`src/common/rapid_stage_pkg.sv`:
```
`default_nettype none

package rapid_stage_pkg;

    ////////////////////////////////////////////////////////////
    // Stage FSM encodings
    ////////////////////////////////////////////////////////////

    // Execute: idle, compute one cycle, hold until retire done
    typedef enum logic [1:0] {
        EX_IDLE,
        EX_RUN,
        EX_WAIT
    } ex_state_t;

    // Memory: ACCESS is the cycle the output strobe is high
    typedef enum logic {
        MEM_IDLE,
        MEM_ACCESS
    } mem_state_t;

    // Writeback sequence
    typedef enum logic [1:0] {
        WB_RESET,
        WB_WAIT,
        WB_WRITE,
        WB_DONE
    } wb_state_t;

endpackage

`default_nettype wire

```
`src/common/rapid_isa_pkg.sv`:
```
`default_nettype none

package rapid_isa_pkg;

    ////////////////////////////////////////////////////////////
    // Architectural sizes
    ////////////////////////////////////////////////////////////

    localparam int XLEN       = 32;
    localparam int REG_COUNT  = 32;
    localparam int REG_ADDR_W = 5;

    // Operation codes seen at the issue port
    typedef enum logic [3:0] {
        OP_ADD  = 4'h0,
        OP_SUB  = 4'h1,
        OP_AND  = 4'h2,
        OP_OR   = 4'h3,
        OP_XOR  = 4'h4,
        OP_ADDI = 4'h5,
        OP_LW   = 4'h6,
        OP_SW   = 4'h7
    } opcode_t;

    // Decoded operation, carried down the stages
    typedef struct packed {
        opcode_t                  op;
        logic [REG_ADDR_W-1:0]    rd;
        logic [REG_ADDR_W-1:0]    rs1;
        logic [REG_ADDR_W-1:0]    rs2;
        logic signed [XLEN-1:0]   imm;
        logic                     mem_read;
        logic                     mem_write;
        logic                     reg_write;
    } control_s;

    // Build control word, flags follow the opcode
    function automatic control_s control_from_op(
        input opcode_t               op,
        input logic [REG_ADDR_W-1:0] rd,
        input logic [REG_ADDR_W-1:0] rs1,
        input logic [REG_ADDR_W-1:0] rs2,
        input logic [XLEN-1:0]       imm
    );
        control_s c;
        c.op        = op;
        c.rd        = rd;
        c.rs1       = rs1;
        c.rs2       = rs2;
        c.imm       = imm;
        c.mem_read  = (op == OP_LW);
        c.mem_write = (op == OP_SW);
        // Everything but a store targets rd
        c.reg_write = (op != OP_SW);
        return c;
    endfunction

    // All-clear control word
    function automatic control_s control_s_default();
        control_s c;
        c = '0;
        return c;
    endfunction

endpackage

`default_nettype wire
```
`src/common/stage_if.sv`:
```
`timescale 1ns/100ps
`default_nettype none

// Hand-off between two stages, no ready since the sink is always idle
interface stage_if import rapid_isa_pkg::*; ();

    // One-cycle strobe
    logic               valid;
    // Held stable while valid is high
    control_s           ctrl;
    logic [XLEN-1:0]    result;
    logic [XLEN-1:0]    store_data;

    // Producing stage
    modport src (
        output valid,
        output ctrl,
        output result,
        output store_data
    );

    // Consuming stage
    modport dst (
        input  valid,
        input  ctrl,
        input  result,
        input  store_data
    );

endinterface

`default_nettype wire

```
`src/source/rapid_backend.sv`:
```
`timescale 1ns/100ps
`default_nettype none

module rapid_backend import rapid_isa_pkg::*; #(
    parameter int DMEM_WORDS = 64
) (
    input  wire logic                   i_clk,
    input  wire logic                   i_reset,
    // Issue port
    input  wire logic                   i_issue_valid,
    output logic                        o_issue_ready,
    input  opcode_t                     i_issue_op,
    input  wire logic [REG_ADDR_W-1:0]  i_issue_rd,
    input  wire logic [REG_ADDR_W-1:0]  i_issue_rs1,
    input  wire logic [REG_ADDR_W-1:0]  i_issue_rs2,
    input  wire logic [XLEN-1:0]        i_issue_imm,
    // Retire port
    output logic                        o_retire_valid,
    output logic                        o_retire_we,
    output logic [REG_ADDR_W-1:0]       o_retire_rd,
    output logic [XLEN-1:0]             o_retire_data
);

    // Register file read nets
    logic [REG_ADDR_W-1:0]  rs1_addr;
    logic [REG_ADDR_W-1:0]  rs2_addr;
    logic [XLEN-1:0]        rs1_data;
    logic [XLEN-1:0]        rs2_data;
    // Register file write nets
    logic                   rf_we;
    logic [REG_ADDR_W-1:0]  rf_rd;
    logic [XLEN-1:0]        rf_data;
    // Retire complete
    logic                   wb_done;

    stage_if ex_to_mem ();
    stage_if mem_to_wb ();

    ////////////////////////////////////////////////////////////
    // Stages
    ////////////////////////////////////////////////////////////

    execute_stage u_execute (
        .i_clk          (i_clk),
        .i_reset        (i_reset),
        .i_issue_valid  (i_issue_valid),
        .i_issue_op     (i_issue_op),
        .i_issue_rd     (i_issue_rd),
        .i_issue_rs1    (i_issue_rs1),
        .i_issue_rs2    (i_issue_rs2),
        .i_issue_imm    (i_issue_imm),
        .o_issue_ready  (o_issue_ready),
        .o_rs1_addr     (rs1_addr),
        .o_rs2_addr     (rs2_addr),
        .i_rs1_data     (rs1_data),
        .i_rs2_data     (rs2_data),
        .i_wb_done      (wb_done),
        .out_if         (ex_to_mem.src)
    );

    memory_stage #(
        .DMEM_WORDS     (DMEM_WORDS)
    ) u_memory (
        .i_clk          (i_clk),
        .i_reset        (i_reset),
        .in_if          (ex_to_mem.dst),
        .out_if         (mem_to_wb.src)
    );

    writeback_stage u_writeback (
        .i_clk          (i_clk),
        .i_reset        (i_reset),
        .in_if          (mem_to_wb.dst),
        .o_rf_we        (rf_we),
        .o_rf_rd        (rf_rd),
        .o_rf_data      (rf_data),
        .o_retire_valid (o_retire_valid),
        .o_retire_we    (o_retire_we),
        .o_retire_rd    (o_retire_rd),
        .o_retire_data  (o_retire_data),
        .o_done         (wb_done)
    );

    // Shared integer registers
    register_file u_regfile (
        .i_clk          (i_clk),
        .i_reset        (i_reset),
        .i_rs1_addr     (rs1_addr),
        .i_rs2_addr     (rs2_addr),
        .o_rs1_data     (rs1_data),
        .o_rs2_data     (rs2_data),
        .i_we           (rf_we),
        .i_rd           (rf_rd),
        .i_wd           (rf_data)
    );

endmodule

`default_nettype wire

```
`src/writeback/writeback_stage.sv`:
```
`timescale 1ns/100ps
`default_nettype none

module writeback_stage import rapid_isa_pkg::*, rapid_stage_pkg::*; (
    input  wire logic                   i_clk,
    input  wire logic                   i_reset,
    stage_if.dst                        in_if,
    // Register file write port
    output logic                        o_rf_we,
    output logic [REG_ADDR_W-1:0]       o_rf_rd,
    output logic [XLEN-1:0]             o_rf_data,
    // Retire report
    output logic                        o_retire_valid,
    output logic                        o_retire_we,
    output logic [REG_ADDR_W-1:0]       o_retire_rd,
    output logic [XLEN-1:0]             o_retire_data,
    // Back to execute
    output logic                        o_done
);

    wb_state_t          state;
    control_s           ctrl_q;
    logic [XLEN-1:0]    data_q;
    logic               write_en;

    ////////////////////////////////////////////////////////////
    // FSM
    ////////////////////////////////////////////////////////////

    always_ff @(posedge i_clk, posedge i_reset) begin
        if (i_reset) begin
            state  <= WB_RESET;
            ctrl_q <= control_s_default();
        end else begin
            case (state)
                WB_RESET: state <= WB_WAIT;
                WB_WAIT: begin
                    if (in_if.valid) begin
                        ctrl_q <= in_if.ctrl;
                        state  <= WB_WRITE;
                    end
                end
                WB_WRITE: state <= WB_DONE;
                WB_DONE:  state <= WB_WAIT;
                default:  state <= WB_RESET;
            endcase
        end
    end

    // Retire payload
    always_ff @(posedge i_clk) begin
        if (state == WB_WAIT && in_if.valid) begin
            data_q <= in_if.result;
        end
    end

    // Stores and x0 targets leave the register file alone
    assign write_en = (state == WB_WRITE) && ctrl_q.reg_write && (ctrl_q.rd != '0);

    assign o_rf_we   = write_en;
    assign o_rf_rd   = ctrl_q.rd;
    assign o_rf_data = data_q;

    assign o_retire_valid = (state == WB_WRITE);
    assign o_retire_we    = write_en;
    assign o_retire_rd    = ctrl_q.rd;
    assign o_retire_data  = data_q;

    // Frees execute for the next issue
    assign o_done = (state == WB_DONE);

    // Memory only hands on while this stage is waiting
    a_handoff_when_waiting: assert property (@(posedge i_clk) disable iff (i_reset)
        in_if.valid |-> state == WB_WAIT);

endmodule

`default_nettype wire

```
`src/memory/memory_stage.sv`:
```
`timescale 1ns/100ps
`default_nettype none

module memory_stage import rapid_isa_pkg::*, rapid_stage_pkg::*; #(
    parameter int DMEM_WORDS = 64
) (
    input  wire logic   i_clk,
    input  wire logic   i_reset,
    stage_if.dst        in_if,
    stage_if.src        out_if
);

    localparam int WADDR_W = $clog2(DMEM_WORDS);

    mem_state_t         state;
    logic [XLEN-1:0]    dmem [DMEM_WORDS];
    logic [WADDR_W-1:0] word_addr;
    logic [XLEN-1:0]    load_word;

    // Byte address to word index
    assign word_addr = in_if.result[WADDR_W+1:2];
    assign load_word = dmem[word_addr];

    ////////////////////////////////////////////////////////////
    // Strobe sequencing
    ////////////////////////////////////////////////////////////

    always_ff @(posedge i_clk, posedge i_reset) begin
        if (i_reset) begin
            state <= MEM_IDLE;
        end else begin
            case (state)
                MEM_IDLE: begin
                    if (in_if.valid) begin
                        state <= MEM_ACCESS;
                    end
                end
                // Output strobe lasts one cycle
                MEM_ACCESS: state <= MEM_IDLE;
                default:    state <= MEM_IDLE;
            endcase
        end
    end

    assign out_if.valid = (state == MEM_ACCESS);

    ////////////////////////////////////////////////////////////
    // Data array and result select
    ////////////////////////////////////////////////////////////

    always_ff @(posedge i_clk) begin
        if (in_if.valid) begin
            out_if.ctrl       <= in_if.ctrl;
            out_if.store_data <= in_if.store_data;
            if (in_if.ctrl.mem_write) begin
                dmem[word_addr] <= in_if.store_data;
                // Store reports the value written
                out_if.result   <= in_if.store_data;
            end else if (in_if.ctrl.mem_read) begin
                out_if.result   <= load_word;
            end else begin
                // ALU result passes through
                out_if.result   <= in_if.result;
            end
        end
    end

    // Address from execute must be word aligned
    a_word_aligned: assert property (@(posedge i_clk) disable iff (i_reset)
        in_if.valid && (in_if.ctrl.mem_read || in_if.ctrl.mem_write)
        |-> in_if.result[1:0] == 2'b00);

endmodule

`default_nettype wire

```
`src/execute/execute_stage.sv`:
```
`timescale 1ns/100ps
`default_nettype none

module execute_stage import rapid_isa_pkg::*, rapid_stage_pkg::*; (
    input  wire logic                   i_clk,
    input  wire logic                   i_reset,
    // Issue port
    input  wire logic                   i_issue_valid,
    input  opcode_t                     i_issue_op,
    input  wire logic [REG_ADDR_W-1:0]  i_issue_rd,
    input  wire logic [REG_ADDR_W-1:0]  i_issue_rs1,
    input  wire logic [REG_ADDR_W-1:0]  i_issue_rs2,
    input  wire logic [XLEN-1:0]        i_issue_imm,
    output logic                        o_issue_ready,
    // Register file read side
    output logic [REG_ADDR_W-1:0]       o_rs1_addr,
    output logic [REG_ADDR_W-1:0]       o_rs2_addr,
    input  wire logic [XLEN-1:0]        i_rs1_data,
    input  wire logic [XLEN-1:0]        i_rs2_data,
    // Retire finished
    input  wire logic                   i_wb_done,
    stage_if.src                        out_if
);

    ex_state_t          state;
    control_s           ctrl_q;
    logic [XLEN-1:0]    alu_result;
    logic               issue_fire;

    // Only one operation in flight
    assign o_issue_ready = (state == EX_IDLE);
    assign issue_fire    = i_issue_valid && o_issue_ready;

    // Source indices come from the captured op
    assign o_rs1_addr = ctrl_q.rs1;
    assign o_rs2_addr = ctrl_q.rs2;

    ////////////////////////////////////////////////////////////
    // FSM and issue capture
    ////////////////////////////////////////////////////////////

    always_ff @(posedge i_clk, posedge i_reset) begin
        if (i_reset) begin
            state        <= EX_IDLE;
            ctrl_q       <= control_s_default();
            out_if.valid <= 1'b0;
        end else begin
            out_if.valid <= 1'b0;
            case (state)
                EX_IDLE: begin
                    if (issue_fire) begin
                        ctrl_q <= control_from_op(i_issue_op, i_issue_rd, i_issue_rs1,
                                                  i_issue_rs2, i_issue_imm);
                        state  <= EX_RUN;
                    end
                end
                EX_RUN: begin
                    // Hand on after one compute cycle
                    out_if.valid <= 1'b1;
                    state        <= EX_WAIT;
                end
                EX_WAIT: begin
                    if (i_wb_done) begin
                        state <= EX_IDLE;
                    end
                end
                default: state <= EX_IDLE;
            endcase
        end
    end

    // Result payload, captured at the end of the run cycle
    always_ff @(posedge i_clk) begin
        if (state == EX_RUN) begin
            out_if.result     <= alu_result;
            out_if.store_data <= i_rs2_data;
        end
    end

    // ctrl_q is stable until the next acceptance
    assign out_if.ctrl = ctrl_q;

    ////////////////////////////////////////////////////////////
    // ALU
    ////////////////////////////////////////////////////////////

    always_comb begin
        case (ctrl_q.op)
            OP_ADD:  alu_result = i_rs1_data + i_rs2_data;
            // Wraps mod 2^32
            OP_SUB:  alu_result = i_rs1_data - i_rs2_data;
            OP_AND:  alu_result = i_rs1_data & i_rs2_data;
            OP_OR:   alu_result = i_rs1_data | i_rs2_data;
            OP_XOR:  alu_result = i_rs1_data ^ i_rs2_data;
            OP_ADDI: alu_result = i_rs1_data + ctrl_q.imm;
            // Effective address for memory ops
            OP_LW,
            OP_SW:   alu_result = i_rs1_data + ctrl_q.imm;
            default: alu_result = '0;
        endcase
    end

    // No new issue for four edges after an acceptance
    // Spacing depends on the done pulse from writeback
    a_issue_spacing: assert property (@(posedge i_clk) disable iff (i_reset)
        issue_fire |-> state == EX_IDLE ##1 !issue_fire ##1 !issue_fire
                       ##1 !issue_fire ##1 !issue_fire);

endmodule

`default_nettype wire

```
`src/source/register_file.sv`:
```
`timescale 1ns/100ps
`default_nettype none

module register_file import rapid_isa_pkg::*; (
    input  wire logic                   i_clk,
    input  wire logic                   i_reset,
    // Read ports, combinational
    input  wire logic [REG_ADDR_W-1:0]  i_rs1_addr,
    input  wire logic [REG_ADDR_W-1:0]  i_rs2_addr,
    output logic [XLEN-1:0]             o_rs1_data,
    output logic [XLEN-1:0]             o_rs2_data,
    // Write port
    input  wire logic                   i_we,
    input  wire logic [REG_ADDR_W-1:0]  i_rd,
    input  wire logic [XLEN-1:0]        i_wd
);

    logic [XLEN-1:0] regs [REG_COUNT];

    ////////////////////////////////////////////////////////////
    // Write side
    ////////////////////////////////////////////////////////////

    always_ff @(posedge i_clk, posedge i_reset) begin
        if (i_reset) begin
            // All registers start at zero
            for (int i = 0; i < REG_COUNT; i++) begin
                regs[i] <= '0;
            end
        end else begin
            // x0 is never written so it keeps reading zero
            if (i_we && (i_rd != '0)) begin
                regs[i_rd] <= i_wd;
            end
        end
    end

    // Asynchronous reads
    assign o_rs1_data = regs[i_rs1_addr];
    assign o_rs2_data = regs[i_rs2_addr];

endmodule

`default_nettype wire

```
`config.mk`:
```
export PLATFORM = sky130hd
export DESIGN_NAME = rapid_backend
export DESIGN_NICKNAME = d
export VERILOG_FILES = /design/src/common/rapid_stage_pkg.sv /design/src/common/rapid_isa_pkg.sv /design/src/common/stage_if.sv /design/src/source/rapid_backend.sv /design/src/writeback/writeback_stage.sv /design/src/memory/memory_stage.sv /design/src/execute/execute_stage.sv /design/src/source/register_file.sv
export SDC_FILE = /design/constraint.sdc
export NUM_CORES = 2
export LEC_CHECK = 0
export ABC_CLOCK_PERIOD_IN_PS = 109500
export BUFFER_PORTS_ARGS = -buffer_cell sky130_fd_sc_hd__buf_2
export CAP_MARGIN = 5
export CORE_AREA = 4 4 547 603
export DETAILED_ROUTE_END_ITERATION = 8
export DIE_AREA = 0 0 551 607
export GPL_TIMING_DRIVEN = 0
export RECOVER_POWER = 50
export REMOVE_ABC_BUFFERS = 1
export SLEW_MARGIN = 20
export SYNTH_ARGS = -nofsm -noshare
export SYNTH_HDL_FRONTEND = slang
export SYNTH_SLANG_ARGS = --single-unit
```
`constraint.sdc`:
```
create_clock -name i_clk -period 109.5 [get_ports i_clk]
set_input_delay 21.9 -clock i_clk [delete_from_list [all_inputs] [get_ports i_clk]]
set_output_delay 21.9 -clock i_clk [all_outputs]
set_load 0.05 [all_outputs]
```
==> metrics.md <==
| Metric | Value |
|---|---|
| Outcome | `finished, violations left` |
| Failing checks | `capacitance limit, slew limit` |
| CTS Buf Count | `352` |
| Nets | `8020` |
| Worst-skew pair later-pin latency | `950 ps` |
| Per-cell routed wire length | `33.4 um` |
| Post-route setup TNS | `0 ps` |
| Resized cells post-CTS | `0` |
| Filler cells | `roughly 26000` |
| Vias in the first global route | `81300` |
| FF+latch area | `93000 um2` |
| P_sw | `1.40 mW` |
| Critical path launch point type | `flip-flop` |
| Total gr overflow | `0` |
| Final WS setup | `85100 ps` |
| Min cycle time layout | `~24000 ps` |
| Crit-path cells | `buf_2` |
| Mean Syn Cell Area | `18.9 um2` |
| Layout area overhead | `14.6%` |
| Setup bufs post-CTS | `0` |
| Seq/Total Area, Yosys | `64.1%` |
| Async SR Flop Fraction | `33.3%` |
| Post-synth EDFFs | `2182` |
| VDD IR-drop max | `0.0167 mV` |
| Clock sink total | `between 3000 and 4000` |
| Clk pin slew, worst setup/hold paths | `roughly 60 ps` |
| Tcrit/Tclk final | `22.3%` |
| # DRC | `0` |
| Final Max Slew Viols | `715` |
| Setup Viol. Count Final | `0` |
| Synthesized cell area | `145000 um2` |
| CP Data Required Time | `87600 ps` |
| Clock skew | `between 60 and 70 ps` |
| Clock share of power | `27.8%` |
| Clock Tree Buf Depth | `4` |
| Router iterations before antenna repair | `6` |
| Register bit total from synthesis | `~3300` |
| Die height | `slightly above 600 um` |
| Via density | `6.23` |
| YS warnings | `0` |
| Placeable core area | `323000 um2` |
| Die width | `551 um` |
| H-tree Lvls | `5` |
| Final Cell Area | `approximately 170000 um2` |
| Pin count of the biggest net entering global routing | `105` |
| Slew @ Worst Pin | `approximately 3200 ps` |
| RSZ-0062 raised after global routing | `false` |
| Logic pwr share | `32.8%` |
| Io pins | `94` |
| Initial Util | `between 40% and 50%` |
| Power per Cell Area | `25.4 nW/um2` |
| DIE AREA | `around 330000 um2` |
| Final HPWL DP | `between 200000 and 300000 um` |
| Via count | `77600` |
| Commonest non-fill, non-tap cell in the layout | `edfxtp_1` |
| Layout cell share with drive strength beyond 1 | `39.1%` |
| Leak pwr | `61.2 nW` |
| TritonCTS clock tree | `built` |
| Synth Instances | `7669` |
| Post-CTS Hold Buffers | `0` |
| Max incr delay on CP | `1050 ps` |
| Max cap viols | `39` |
| CP Capture Type | `primary output` |
| First-pass GRT wire length | `603000 um` |
| Routed Antenna Nets | `0` |
| WP data arrival | `2500 ps` |
| Pre-CTS WS | `84460 ps` |
| Crit-path max FO | `32` |
| Seq pwr share | `39.4%` |
| IO buf count | `slightly above 90` |
| Tot GR Track Use | `24.9%` |
| Main synth FF type | `edfxtp_1` |
| Max transition margin | `-116%` |
| Top cell family by delay on the critical path | `flip-flops` |
| Gp weighted congestion | `0.867` |
| Root Buffer | `clkbuf_16` |
| Drt first-iter violations | `7990` |
| Final Hold Viols | `0` |
| Initial antenna violation count | `14` |
| Slowest cell on crit path | `edfxtp_1` |
| Footprint of the multi-input gates | `49300 um2` |
| Hold Slack | `394 ps` |
| Hold Path Class | `reg -> reg` |
| P_int | `2.82 mW` |
| Placed Area | `between 150000 and 200000 um2` |
| Sw Share | `33.3%` |
| Buf+Inv Stages, Crit Path | `1` |
| Row cnt | `approximately 220` |
| Commonest non-fill, non-tap cells in the layout | `edfxtp_1, mux4_2, dfrtp_1` |
| Critical setup path kind | `reg -> out` |
| DRT Wirelength | `about 420000 um` |
| Number of library cell types mapped by synthesis | `a little under 100` |
| Fmax | `41.0 MHz` |
-- synth_stat cells, types with 67 or more instances --
cell | number | share of area (%)
a22oi_1 | 67 | 0.35
mux2_2 | 1055 | 8.2
edfxtp_1 | 2182 | 45
o21ai_0 | 123 | 0.42
inv_1 | 83 | 0.21
mux4_2 | 1149 | 18
mux2i_1 | 265 | 1.8
nor2_1 | 187 | 0.48
ha_1 | 99 | 0.85
dfrtp_1 | 1090 | 19
clkbuf_1 | 361 | 0.93
buf_1 | 152 | 0.39
nand2_1 | 153 | 0.40
-- state kept, by name, indices dropped and copies added (netlist names), 5 cells and up, named ones only --
signal                       cells
u_writeback.o_retire_rd          5
u_execute.o_rs2_addr             5
u_execute.o_rs1_addr             5
u_memory.dmem                 2048
u_execute.out_if.store_data     32
u_execute.out_if.ctrl           44
u_regfile.regs                1024
u_writeback.o_retire_data       32
u_memory.out_if.ctrl             6
u_memory.out_if.result          32
u_execute.out_if.result         32
-- power by group through the flow --
stage | Clock [mW] | Combinational (mW) | Sequential (mW)
after detailed placement | 0 | 1.41 | 1.68
after global routing | 1.25 | 1.47 | 1.68
after floorplan | 0 | 1.07 | 1.79
after CTS | 1.20 | 1.42 | 1.66
final | 1.17 | 1.38 | 1.66
after global placement | 0 | 1.57 | 1.98
-- through the flow --
stage | utilization [%] | instances | power [mW]
after floorplan | - | 7052 | 2.86
after global placement | 45.8 | 11500 | 3.55
after detailed placement | 48.7 | 11800 | 3.09
after CTS | 52.2 | 12500 | 4.27
after global routing | 51.4 | 12500 | 4.40
final | 51.4 | 12500 | 4.22
-- kinds of logic after synthesis --
logic type                 after synthesis  share of synthesized area, %
and+or+nand+nor                        591                          2.02
xor gates and xnor gates                57                         0.344
buffers and inverters                  705                          2.21
AOI/OAI and AO/OA                      438                          2.05
DFF                                   3278                          64.1
adders and majority gates              100                         0.868
muxes                                 2500                          28.4
-- final timing paths --
path / from / end / cells after the start / slack, ps
setup / recovery: u_writeback.o_retire_data[4]$_DFFE_PP_ / o_retire_data[4] / 1 / 85100
hold / removal: u_regfile.regs[1020]$_DFFE_PP0P_ / u_regfile.regs[1020]$_DFFE_PP0P_ / 0 / 390
setup reg to reg: u_execute.o_rs2_addr[1]$_DFFE_PP0P_ / u_execute.out_if.result[30]$_SDFFCE_PN0P_ / 21 / 100920
hold reg to reg: u_regfile.regs[1020]$_DFFE_PP0P_ / u_regfile.regs[1020]$_DFFE_PP0P_ / 0 / 390
max in group asynchronous: i_reset / u_regfile.regs[860]$_DFFE_PP0P_ / 8 / 85500
min in group asynchronous: i_reset / u_regfile.regs[259]$_DFFE_PP0P_ / 2 / 20920
-- final cells by class --
type | count | area share [%]
Sequential cell | 3278 | 55.9
Multi-Input combinational cell | 3686 | 29.6
Clock buffer | 444 | 5.75
Timing Repair Buffer | 460 | 4.15
Tap cell | 4309 | 3.24
Clock inverter | 190 | 1.06
Inverter | 88 | 0.209
Antenna cell | 5 | 0.00753
-- per-layer routing --
| metal | up-vias | global-route usage [%] | wire, um |
|---|---|---|---|
| li1 | 31500 | - | - |
| met2 | 2944 | 41.1 | 205000 |
| met3 | 831 | 4.03 | 27400 |
| met5 | - | 0 | 80 |
| met4 | 6 | 9.27 | 18700 |
| met1 | 42300 | 33.5 | 164000 |
Note: power is estimated with default switching activity, not from simulation.
